`src/source/bp_geometry_pkg.sv`:
```
package bp_geometry_pkg;

  //////////////////////////////////////////////////
  // Fetch address layout
  //////////////////////////////////////////////////
  localparam int pc_w    = 16;              // Instruction address width.
  localparam int idx_w   = 3;               // Table index width.
  localparam int tag_w   = 12;              // Tag width.
  localparam int depth   = 1 << idx_w;      // Entries per table.

  // Bit 0 is always zero for halfword aligned instructions.
  localparam int idx_lsb = 1;               // Index is PC[3:1].
  localparam int tag_lsb = idx_lsb + idx_w; // Tag is PC[15:4].

  //////////////////////////////////////////////////
  // Address field types
  //////////////////////////////////////////////////
  typedef logic [pc_w-1:0]  pc_t;           // Instruction address.
  typedef logic [idx_w-1:0] idx_t;          // Table index.
  typedef logic [tag_w-1:0] tag_t;          // Upper PC bits kept for the hit check.

endpackage

```
`src/source/bp_types_pkg.sv`:
```
package bp_types_pkg;

  import bp_geometry_pkg::*;

  //////////////////////////////////////////////////
  // Prediction counter
  //////////////////////////////////////////////////
  localparam int cnt_w = 2;                    // Saturating counter width.

  typedef enum logic [cnt_w-1:0] {
    strong_not_taken = 2'd0,                   // Reset value.
    weak_not_taken   = 2'd1,
    weak_taken       = 2'd2,                   // MSB set means predict taken.
    strong_taken     = 2'd3
  } counter_t;

  //////////////////////////////////////////////////
  // Table entry layouts
  //////////////////////////////////////////////////
  // History entry is {tag, counter}.
  localparam int bht_entry_w = tag_w + cnt_w;  // 14 bits.

  // Target entry is {valid, tag, target}.
  localparam int btb_entry_w = 1 + tag_w + pc_w;  // 29 bits.
  localparam int btb_valid_bit = btb_entry_w - 1; // Valid flag position.

  typedef logic [bht_entry_w-1:0] bht_entry_t; // One history table row.
  typedef logic [btb_entry_w-1:0] btb_entry_t; // One target buffer row.

endpackage

```
`src/source/bp_update_if.sv`:
```
`timescale 1ns/100ps
`default_nettype none

// Resolved branch from decode, sent to both prediction tables.
interface bp_update_if;

  import bp_geometry_pkg::*;
  import bp_types_pkg::*;

  pc_t      pc;     // Branch address from the IF/ID register.
  counter_t state;  // Counter value predicted at fetch.
  logic     taken;  // Actual outcome.
  pc_t      target; // Actual target.
  logic     valid;  // Write request.
  logic     enable; // Low while the pipeline stalls.

  // Driven by the predictor top.
  modport source (
    output pc, state, taken, target, valid, enable
  );

  // Seen by the tables.
  modport sink (
    input pc, state, taken, target, valid, enable
  );

endinterface

`default_nettype wire

```
`src/source/bht.sv`:
```
`timescale 1ns/100ps
`default_nettype none

// Tagged 2-bit branch history table.
module bht (
  input  wire logic                   clk,      // System clock.
  input  wire logic                   rst,      // Sync reset.
  input  wire bp_geometry_pkg::pc_t   fetch_pc, // Address being fetched.
  bp_update_if.sink                   upd,      // Resolved branch from decode.
  output logic                        taken,    // Predict taken on tag hit.
  output bp_types_pkg::counter_t      state     // Raw counter at the fetch index.
);

  import bp_geometry_pkg::*;
  import bp_types_pkg::*;

  idx_t       fetch_idx;        // Fetch row.
  tag_t       fetch_tag;        // Fetch tag.
  idx_t       upd_idx;          // Update row.
  tag_t       upd_tag;          // Update tag.
  bht_entry_t entry_curr;       // Row seen by the lookup.
  bht_entry_t entry_prev;       // Row about to be updated.
  bht_entry_t entry_new;        // Row written on update.
  counter_t   next_state;       // Counter after the update.
  logic       read_tag_match;   // Lookup hit.
  logic       write_tag_match;  // Stored row belongs to the updating branch.
  logic       wr_en;            // Gated write strobe.

  assign fetch_idx = fetch_pc[idx_lsb +: idx_w];
  assign fetch_tag = fetch_pc[tag_lsb +: tag_w];
  assign upd_idx   = upd.pc[idx_lsb +: idx_w];
  assign upd_tag   = upd.pc[tag_lsb +: tag_w];

  branch_cache #(
    .data_w (bht_entry_w)
  ) u_cache (
    .clk          (clk),
    .rst          (rst),
    .rd_idx_curr  (fetch_idx),
    .rd_idx_prev  (upd_idx),
    .wr_en        (wr_en),
    .wr_idx       (upd_idx),
    .wr_data      (entry_new),
    .rd_data_curr (entry_curr),
    .rd_data_prev (entry_prev)
  );

  //////////////////////////////////////////////////
  // Lookup
  //////////////////////////////////////////////////
  assign state          = counter_t'(entry_curr[cnt_w-1:0]);       // Counter field.
  assign read_tag_match = (entry_curr[bht_entry_w-1 -: tag_w] == fetch_tag);
  assign taken          = read_tag_match & state[cnt_w-1];         // MSB means taken.

  //////////////////////////////////////////////////
  // Update
  //////////////////////////////////////////////////
  assign write_tag_match = (entry_prev[bht_entry_w-1 -: tag_w] == upd_tag);

  // Counter steps from the state that was predicted, not the stored one.
  always_comb begin
    case (upd.state)
      strong_not_taken: begin
        next_state = upd.taken ? weak_not_taken : strong_not_taken;
      end
      weak_not_taken: begin
        if (!write_tag_match) next_state = strong_not_taken; // Row was replaced.
        else next_state = upd.taken ? weak_taken : strong_not_taken;
      end
      weak_taken: begin
        if (!write_tag_match) next_state = strong_not_taken;
        else next_state = upd.taken ? strong_taken : weak_not_taken;
      end
      strong_taken: begin
        if (!write_tag_match) next_state = strong_not_taken;
        else next_state = upd.taken ? strong_taken : weak_taken; // Saturate.
      end
      default: begin
        next_state = strong_not_taken;
      end
    endcase
  end

  assign entry_new = {upd_tag, next_state};                 // Tag always refreshed.
  assign wr_en     = upd.valid & upd.enable;                // Dropped while stalled.

endmodule

`default_nettype wire

```
`src/source/branch_cache.sv`:
```
`timescale 1ns/100ps
`default_nettype none

// Small register file shared by the history table and the target buffer.
module branch_cache #(
  parameter int data_w = 14                    // Entry width.
) (
  input  wire logic                  clk,          // System clock.
  input  wire logic                  rst,          // Sync reset, clears all entries.
  input  wire bp_geometry_pkg::idx_t rd_idx_curr,  // Fetch side index.
  input  wire bp_geometry_pkg::idx_t rd_idx_prev,  // Decode side index.
  input  wire logic                  wr_en,        // Write strobe.
  input  wire bp_geometry_pkg::idx_t wr_idx,       // Write index.
  input  wire logic [data_w-1:0]     wr_data,      // Entry to store.
  output logic [data_w-1:0]          rd_data_curr, // Entry at rd_idx_curr.
  output logic [data_w-1:0]          rd_data_prev  // Entry at rd_idx_prev.
);

  import bp_geometry_pkg::*;

  //////////////////////////////////////////////////
  // Storage
  //////////////////////////////////////////////////
  logic [data_w-1:0] mem [depth];              // One row per index.

  // Zeroed rows read as not-taken and invalid.
  always_ff @(posedge clk) begin
    if (rst) begin
      for (int i = 0; i < depth; i++) begin
        mem[i] <= '0;                          // Clear every row.
      end
    end else if (wr_en) begin
      mem[wr_idx] <= wr_data;                  // Visible to reads next cycle.
    end
  end

  //////////////////////////////////////////////////
  // Read ports
  //////////////////////////////////////////////////
  // Both are asynchronous, so same cycle reads return old contents.
  assign rd_data_curr = mem[rd_idx_curr];      // Lookup port.
  assign rd_data_prev = mem[rd_idx_prev];      // Read-before-update port.

endmodule

`default_nettype wire

```
`src/source/branch_predictor.sv`:
```
`timescale 1ns/100ps
`default_nettype none

// Fetch stage branch predictor, history table plus target buffer.
module branch_predictor (
  input  wire logic                   clk,            // System clock.
  input  wire logic                   rst,            // Sync reset.
  input  wire logic                   enable,         // Pipeline not stalled.
  input  wire bp_geometry_pkg::pc_t   fetch_pc,       // Current fetch address.
  output logic                        predict_taken,  // Redirect fetch.
  output bp_geometry_pkg::pc_t        predict_target, // Redirect address.
  output bp_types_pkg::counter_t      predict_state,  // Carried down the pipe.
  input  wire logic                   update_valid,   // Branch resolved in decode.
  input  wire bp_geometry_pkg::pc_t   update_pc,      // Its address.
  input  wire bp_types_pkg::counter_t update_state,   // Its predicted counter.
  input  wire logic                   update_taken,   // Its outcome.
  input  wire bp_geometry_pkg::pc_t   update_target   // Its real target.
);

  import bp_geometry_pkg::*;
  import bp_types_pkg::*;

  logic     bht_taken;   // History says taken.
  counter_t bht_state;   // Counter at fetch index.
  logic     btb_hit;     // Target known.
  pc_t      btb_target;  // Stored target.

  //////////////////////////////////////////////////
  // Update bundle
  //////////////////////////////////////////////////
  bp_update_if u_upd ();

  assign u_upd.pc     = update_pc;
  assign u_upd.state  = update_state;
  assign u_upd.taken  = update_taken;
  assign u_upd.target = update_target;
  assign u_upd.valid  = update_valid;
  assign u_upd.enable = enable;          // Stall drops the update.

  //////////////////////////////////////////////////
  // Tables
  //////////////////////////////////////////////////
  bht u_bht (
    .clk      (clk),
    .rst      (rst),
    .fetch_pc (fetch_pc),
    .upd      (u_upd.sink),
    .taken    (bht_taken),
    .state    (bht_state)
  );

  btb u_btb (
    .clk      (clk),
    .rst      (rst),
    .fetch_pc (fetch_pc),
    .upd      (u_upd.sink),
    .hit      (btb_hit),
    .target   (btb_target)
  );

  // A taken guess is useless without somewhere to go.
  assign predict_taken  = bht_taken & btb_hit;
  assign predict_target = btb_hit ? btb_target : '0;  // Zero on a miss.
  assign predict_state  = bht_state;                  // Untouched by the hit check.

endmodule

`default_nettype wire

```
`src/source/btb.sv`:
```
`timescale 1ns/100ps
`default_nettype none

// Tagged branch target buffer.
module btb (
  input  wire logic                 clk,      // System clock.
  input  wire logic                 rst,      // Sync reset, all rows invalid.
  input  wire bp_geometry_pkg::pc_t fetch_pc, // Address being fetched.
  bp_update_if.sink                 upd,      // Resolved branch from decode.
  output logic                      hit,      // Valid row with matching tag.
  output bp_geometry_pkg::pc_t      target    // Stored target.
);

  import bp_geometry_pkg::*;
  import bp_types_pkg::*;

  idx_t       fetch_idx;   // Fetch row.
  tag_t       fetch_tag;   // Fetch tag.
  idx_t       upd_idx;     // Update row.
  btb_entry_t entry_curr;  // Row seen by the lookup.
  btb_entry_t entry_new;   // Row written on a taken update.
  logic       entry_valid; // Valid flag of the lookup row.
  tag_t       entry_tag;   // Tag of the lookup row.
  logic       wr_en;       // Gated write strobe.

  assign fetch_idx = fetch_pc[idx_lsb +: idx_w];
  assign fetch_tag = fetch_pc[tag_lsb +: tag_w];
  assign upd_idx   = upd.pc[idx_lsb +: idx_w];

  // Second read port is not needed here.
  branch_cache #(
    .data_w (btb_entry_w)
  ) u_cache (
    .clk          (clk),
    .rst          (rst),
    .rd_idx_curr  (fetch_idx),
    .rd_idx_prev  (upd_idx),
    .wr_en        (wr_en),
    .wr_idx       (upd_idx),
    .wr_data      (entry_new),
    .rd_data_curr (entry_curr),
    .rd_data_prev ()
  );

  //////////////////////////////////////////////////
  // Lookup
  //////////////////////////////////////////////////
  assign entry_valid = entry_curr[btb_valid_bit];                 // Top bit.
  assign entry_tag   = entry_curr[btb_valid_bit-1 -: tag_w];      // Middle field.
  assign target      = entry_curr[pc_w-1:0];                      // Low field.
  assign hit         = entry_valid & (entry_tag == fetch_tag);

  //////////////////////////////////////////////////
  // Update
  //////////////////////////////////////////////////
  assign entry_new = {1'b1, upd.pc[tag_lsb +: tag_w], upd.target}; // Mark valid.

  // Only taken branches install a target. Not-taken ones keep the old row.
  assign wr_en = upd.valid & upd.enable & upd.taken;

endmodule

`default_nettype wire

```
`config.mk`:
```
export PLATFORM = sky130hd
export DESIGN_NAME = branch_predictor
export DESIGN_NICKNAME = d
export VERILOG_FILES = /design/src/source/bp_geometry_pkg.sv /design/src/source/bp_types_pkg.sv /design/src/source/bp_update_if.sv /design/src/source/bht.sv /design/src/source/branch_cache.sv /design/src/source/branch_predictor.sv /design/src/source/btb.sv
export SDC_FILE = /design/constraint.sdc
export NUM_CORES = 1
export LEC_CHECK = 0
export BUFFER_PORTS_ARGS = -buffer_cell sky130_fd_sc_hd__buf_2
export CAP_MARGIN = 15
export CORE_UTILIZATION = 35
export DETAILED_ROUTE_END_ITERATION = 12
export PLACE_DENSITY = 0.59
export SYNTH_ARGS = -nofsm -noshare
export SYNTH_HDL_FRONTEND = slang
export SYNTH_SLANG_ARGS = --single-unit
```
`constraint.sdc`:
```
create_clock -name clk -period 3.6 [get_ports clk]
set_input_delay 0.72 -clock clk [delete_from_list [all_inputs] [get_ports clk]]
set_output_delay 0.72 -clock clk [all_outputs]
set_load 0.005 [all_outputs]
```
[Word-level counts from Yosys, hierarchy flattened]
Memories as Yosys holds them, arrays and structs flattened.
Index checks and enable logic that the tools add are counted.
Storage, ports and cells
  bits in registers: 0
  bits in writable memories: 344
  bits of input ports: 55
  output and inout bits: 19
  memories kept: 2
Memory list
  u_btb.u_cache.mem: words 8, bits a word 29, read ports 1, clocked after memory_dff 0, wr ports 8, RTL line branch_cache.sv:24  | logic [data_w-1:0] mem [depth];
  u_bht.u_cache.mem: words 8, bits a word 14, read ports 2, clocked after memory_dff 0, wr ports 8, RTL line branch_cache.sv:24
Operators by class
  equality and inequality tests: 6
  mux-type cells: 23
  bitwise logic cells: 5
  reduce and logical (&&, ||, !) cells: 3
Operators by type and width (number)
  == test 12 bit: 3
  two-way mux 29 bit: 1
  OR reduction 29 bit: 1
  two-way mux 16 bit: 1
  two-way mux 14 bit: 1
  OR reduction 14 bit: 1
  two-way mux 1 bit: 12
  two-way mux 2 bit: 5
  case mux 2 bit (4 select lines): 1
  two-way mux 3 bit: 2
  bitwise AND 1 bit: 5
  == test 2 bit (second input constant): 2
  == test 2 x 1 -> 1 bit (second input constant): 1
  logical NOT 2 bit: 1

[Logic depth before layout (Yosys ltp)]
  depth after elaboration: 7
  mapped depth: 9

[Modules after synthesis]
From an unflattened synthesis, not the netlist that was laid out.
Unflattened totals
  cell total of the unflattened synthesis: 1219
  area total of the unflattened synthesis: 18820.6 sq um
By module, submodules not included
  branch_cache (u_btb.u_cache): times used 1, cells each 766, area each 12166.7 sq um
  branch_cache (u_bht.u_cache): times used 1, cells each 375, area each 6059.6 sq um
  bht: times used 1, cells each 41, area each 311.5 sq um
  btb: times used 1, cells each 19, area each 148.9 sq um
  branch_predictor: times used 1, cells each 18, area each 133.9 sq um

[Least setup slack after synthesis]
OpenSTA, ideal clock, no wires.
  path kind: input-to-output
  start: in fetch_pc[1]
  end: out predict_taken
  data arrival time: 2699 ps
  required time: 2880 ps
  path slack: 181 ps
  stages on the path: 9
  path through: buf_2 buf_2 buf_2 mux4_2 mux2i_1 xnor2_1 nor4_1 nand4_1 nor3_1
On the way
  cells in the longest elaborated chain, start to end: 4
  elaborated cells on any way between the ends: 7
  those cells by class: eq/ne: 2; bitwise: 3; memory: 2
Ends and longest elaborated chain
  from (decl): RTL line branch_predictor.sv:9  | input wire bp_geometry_pkg::pc_t fetch_pc,
  memory (8 x 14 bit) or memory (8 x 29 bit) (tied branches)
  == test 12 bit (on tied branches): RTL line bht.sv:52, btb.sv:51
  bitwise AND 1 bit (on tied branches): RTL line bht.sv:53, btb.sv:51
  bitwise AND 1 bit (*): RTL line branch_predictor.sv:62  | assign predict_taken = bht_taken & btb_hit;
  to (decl): RTL line branch_predictor.sv:10  | output logic predict_taken,
Mark *: on every way between the ends. The rest lies on a longest branch, timed or not.

[Worst setup path after layout]
Same ends and word-level chain as after synthesis.

==> reports/results.txt <==
Via count of the first global-routing pass: 9,823. The cell count after synthesis was 1,080; the TritonCTS sink count was 344. The count of different cell masters after synthesis is 38, and the maximum number of pins on one net before global-route repair is 43. Using the TritonRoute via totals, the vias-per-cell ratio works out to 5.30.

The H-tree was split into 2 levels. The critical path is of the input port to primary output type. The logs give 0 for the number of warning messages in the yosys log and 16,600 um2 for the post-synthesis cell area. Clock-pin slew was measured on the worst setup and hold paths at 0.06 ns. The logs give 0.452 ns for the worst hold slack and 48,400 um2 for the die area.

First-pass GRT wire length: 63,600 um. The flip-flop and latch count after synthesis is 344, and the final number of hold-violating endpoints is 0. The die outline height works out to 220 um. The worst-path cell with the longest stage delay was sky130_fd_sc_hd__mux4_2. Among all flip-flop cells after synthesis, the most frequent one is sky130_fd_sc_hd__edfxtp_1. In this run the number of cells on the critical path is 10.

Data on the critical path is required at its endpoint by 2.88 ns. The number of placement rows was 79; the synthesized area divided by synthesized cell count was 15.4 um2. Setup repair after global routing could not meet its margin everywhere. The met3 layer wire length in the routed design was 2410 um. Measured along the x axis, the die boundary spans 220 um.

The first detailed-routing pass took 8 iterations. The number of nets produced by synthesis was 1,135. The final routed wire length divided by cell count is 24.0 um, and the count of cells along the worst register-to-register path is 7. The worst hold path begins at u_btb.u_cache.mem[2][28]$_SDFFE_PP1P_. The half-perimeter wire length after detailed placement is 26,400 um, and the overflow left after global routing is 0. For the wire length after detailed routing, the log shows 43,600 um. STA puts the critical path data arrival time at 2.98 ns. The type of origin of the critical path was an input port.

The hold-critical path depth is 1, and the starting density of the core is 35.6%. The worst register-to-register path begins at u_bht.u_cache.mem[3][6]$_SDFFCE_PN0P_. In this run the worst path has a maximum fanout of 5.

The run gives 34.8% as the headroom to the max-slew limit. The run gives 785 as the number of design-rule violations left by the first detailed-router iteration. The worst hold path terminates at u_btb.u_cache.mem[2][28]$_SDFFE_PP1P_. The checks that failed: DRC, setup timing. The maximum vdd drop is 0.000275 V. In this run the register-to-register setup slack is 0.85 ns. Routability-driven placement finished with a final weighted congestion of 0.788.

Summed over all nets, wire length on met2 after detailed routing comes to 21,000 um. From synthesis to final layout, the design area changed by 16.9%. The floorplan core area is 46,800 um2, and the static leakage is 7.37 nW. Top metal layer carrying routed signals: met4. Cell repeated most along the worst path: sky130_fd_sc_hd__buf_6. The number of buffers inserted by port buffering came out at 71.

The count of flip-flops with a built-in enable after synthesis came out at 336. The signal on the critical path passes through buf_16 > buf_6 > mux4_2 > mux2i_2 > xnor2_1 > nor4_2 > nand4_4 > buf_6 > nor3_4 > buf_2. The worst-skew pair later-pin latency is 0.55 ns. The proportion of synthesized flip-flops having asynchronous set or reset is 0%. The routed metal-1 wire length was 19,200 um. The logs give 61.6% for the post-synthesis sequential area ratio and 3 for the number of buffers between clock root and the deepest sink.

The tool flagged a number of max-cap violations equal to 0. At the pin with the least slew margin, the transition time is 0.978 ns. The remaining routing DRC violations came out at 3. The root buffer cell chosen for the clock tree is sky130_fd_sc_hd__clkbuf_16. The cell family contributing the most delay on the critical path is simple AND/OR/NAND/NOR gates. The worst path needs 3.70 ns of the cycle, external delays included. The maximum clock frequency came out at 0.270 GHz.

Global routing used 18.2% of the available tracks. In the final layout, the share of cells above drive strength 1 is 29.8%. The critical path contains buffers and inverters numbering 4 combined. In this run the power density over the cells is 469 nW/um2. Across all layers, the routed design uses 9,632 vias. STA classifies the critical path endpoint as a primary output. The tools report the utilization after layout as 41.6%. The boundary pin count came out at 74. The number of antenna violations at the first check in global routing came out at 1. TritonCTS built the clock tree. In the finished design, the share of the clock period the worst path needs comes to 103%. Setup violations remaining at the end of the flow were counted as 9.

Across the routed clock network, the largest skew measured is 0.0225 ns. Number of buffers created by CTS: 38. The run gives 0 as the final number of max-transition violations. The path class of the tightest hold or removal check is flip-flop to flip-flop. The worst register-to-register path ends at u_bht.u_cache.mem[7][0]$_SDFFCE_PN0P_.

The flow ran to the end, but the final reports show violations. The detail route stage leaves a number of antenna-violating nets equal to 0. The largest single stage delay on the critical path is 0.53 ns. The post-layout worst setup margin is -0.101 ns. After the last flow step, the layout net total stands at 1,242.
==> layer usage <==
metal	vias up	track usage, %
met1	5005	24.7
met5	-	0
li1	4287	-
met4	0	5.47
met3	61	3.34
met2	279	29.8
==> cell families (layout without fill, tap and decap cells) <==
logic type | after synthesis | after routing | synth area share [%]
muxes | 170 | 170 | 17.9
buffers and inverters | 98 | 228 | 2.63
adders and majority gates | 1 | 1 | 0.0602
AOI/OAI and AO/OA | 28 | 28 | 1.14
and+or+nand+nor | 404 | 404 | 14.8
xor gates and xnor gates | 35 | 35 | 1.84
other | 0 | 1 | 0
DFF | 344 | 344 | 61.6
==> flip-flops by register name (all words and copies together) (netlist names) <==
register and cells:
u_bht.u_cache.mem 112, u_btb.u_cache.mem 232
==> stage by stage <==
| step | std cells | cell area, um2 | power, W | setup TNS (ns) | setup WS [ns] |
|---|---|---|---|---|---|
| final | 1818 | 19500 | 0.00911 | -0.586 | -0.101 |
| after floorplan | 1080 | 16600 | 0.00527 | 0 | 0.181 |
| after global placement | 1746 | 18100 | 0.00563 | -1.23 | -0.511 |
| after detailed placement | 1746 | 18100 | 0.00565 | -1.53 | -0.471 |
| after CTS | 1818 | 19400 | 0.00917 | -0.487 | -0.0416 |
| after global routing | 1818 | 19500 | 0.00940 | -1.49 | -0.183 |
==> how the worst max path moves through the flow <==
| stage | start | endpoint | slack, ns |
|---|---|---|---|
| floorplan | fetch_pc[1] | predict_taken | 0.18 |
| global placement | fetch_pc[1] | predict_taken | -0.51 |
| detailed placement | fetch_pc[1] | predict_taken | -0.47 |
| CTS | fetch_pc[1] | predict_target[12] | -0.04 |
| global route | fetch_pc[1] | predict_taken | -0.18 |
| finish | fetch_pc[1] | predict_taken | -0.10 |
==> power breakdown <==
group | switching (W) | internal [W] | leakage, nW | total, W
Clock | 0.00155 | 0.00196 | 0.532 | 0.00352
Sequential | 0.0000698 | 0.00460 | 3.27 | 0.00467
Combinational | 0.000505 | 0.000420 | 3.57 | 0.000926
Total | 0.00213 | 0.00699 | 7.37 | 0.00911
==> what timing repair did <==
| action | CTS | global route |
|---|---|---|
| hold buffers | 0 | 0 |
| cloned | 2 | 0 |
| setup buffers | 8 | 1 |
| setup endpoints to repair | 17 | 17 |
| resized for setup | 27 | 13 |
| pin swaps | 3 | 4 |
==> cell type report <==
class,instances,area [um2]
Timing Repair Buffer,163,1260
Clock inverter,19,91.3
Fill cell,4227,27300
Inverter,2,7.51
Sequential cell,344,10200
Multi-Input combinational cell,638,6090
Clock buffer,44,995
Antenna cell,1,2.50
Tap cell,607,759
==> cell usage after synthesis, drive strengths merged, types with 2 or more instances <==
cell type / instances / area, um2
mux2: 4 / 45.0
or2: 8 / 50.1
nand4: 2 / 18.8
nor4: 6 / 62.6
buf: 26 / 168
and3: 106 / 663
a21oi: 10 / 50.1
nor2: 26 / 123
nand3: 3 / 15.0
inv: 2 / 7.51
mux2i: 64 / 641
edfxtp: 336 / 10100
nor2b: 2 / 12.5
nor3: 3 / 15.0
mux4: 102 / 2300
dfxtp: 8 / 160
and2: 225 / 1410
nand2: 21 / 78.8
xor2: 9 / 78.8
xnor2: 26 / 228
a22oi: 4 / 30.0
clkbuf: 70 / 263
a21o: 8 / 60.1
==> cell usage in the layout (no fill, tap or decap), types with 5 or more instances in the layout <==
cell type                   netlist  layout
sky130_fd_sc_hd__nor2_2          10      10
sky130_fd_sc_hd__buf_6            4       5
sky130_fd_sc_hd__and3_1         106     106
sky130_fd_sc_hd__clkinv_1         0      11
sky130_fd_sc_hd__clkinv_2         0       5
sky130_fd_sc_hd__nor2_1          16      12
sky130_fd_sc_hd__xnor2_1         26      24
sky130_fd_sc_hd__mux4_2         102     102
sky130_fd_sc_hd__a21oi_1         10      10
sky130_fd_sc_hd__clkbuf_1        70       5
sky130_fd_sc_hd__buf_12           0      11
sky130_fd_sc_hd__mux2i_2          0       5
sky130_fd_sc_hd__or2_2            8       8
sky130_fd_sc_hd__edfxtp_1       336     336
sky130_fd_sc_hd__mux2i_1         64      58
sky130_fd_sc_hd__xor2_1           9       9
sky130_fd_sc_hd__a21o_1           8       8
sky130_fd_sc_hd__dfxtp_1          8       8
sky130_fd_sc_hd__nand2_1         21      21
sky130_fd_sc_hd__clkbuf_16        0      39
sky130_fd_sc_hd__buf_4            6      76
sky130_fd_sc_hd__and2_1         225     225
sky130_fd_sc_hd__buf_2           14      68
Power figures use the tool's default switching activity.
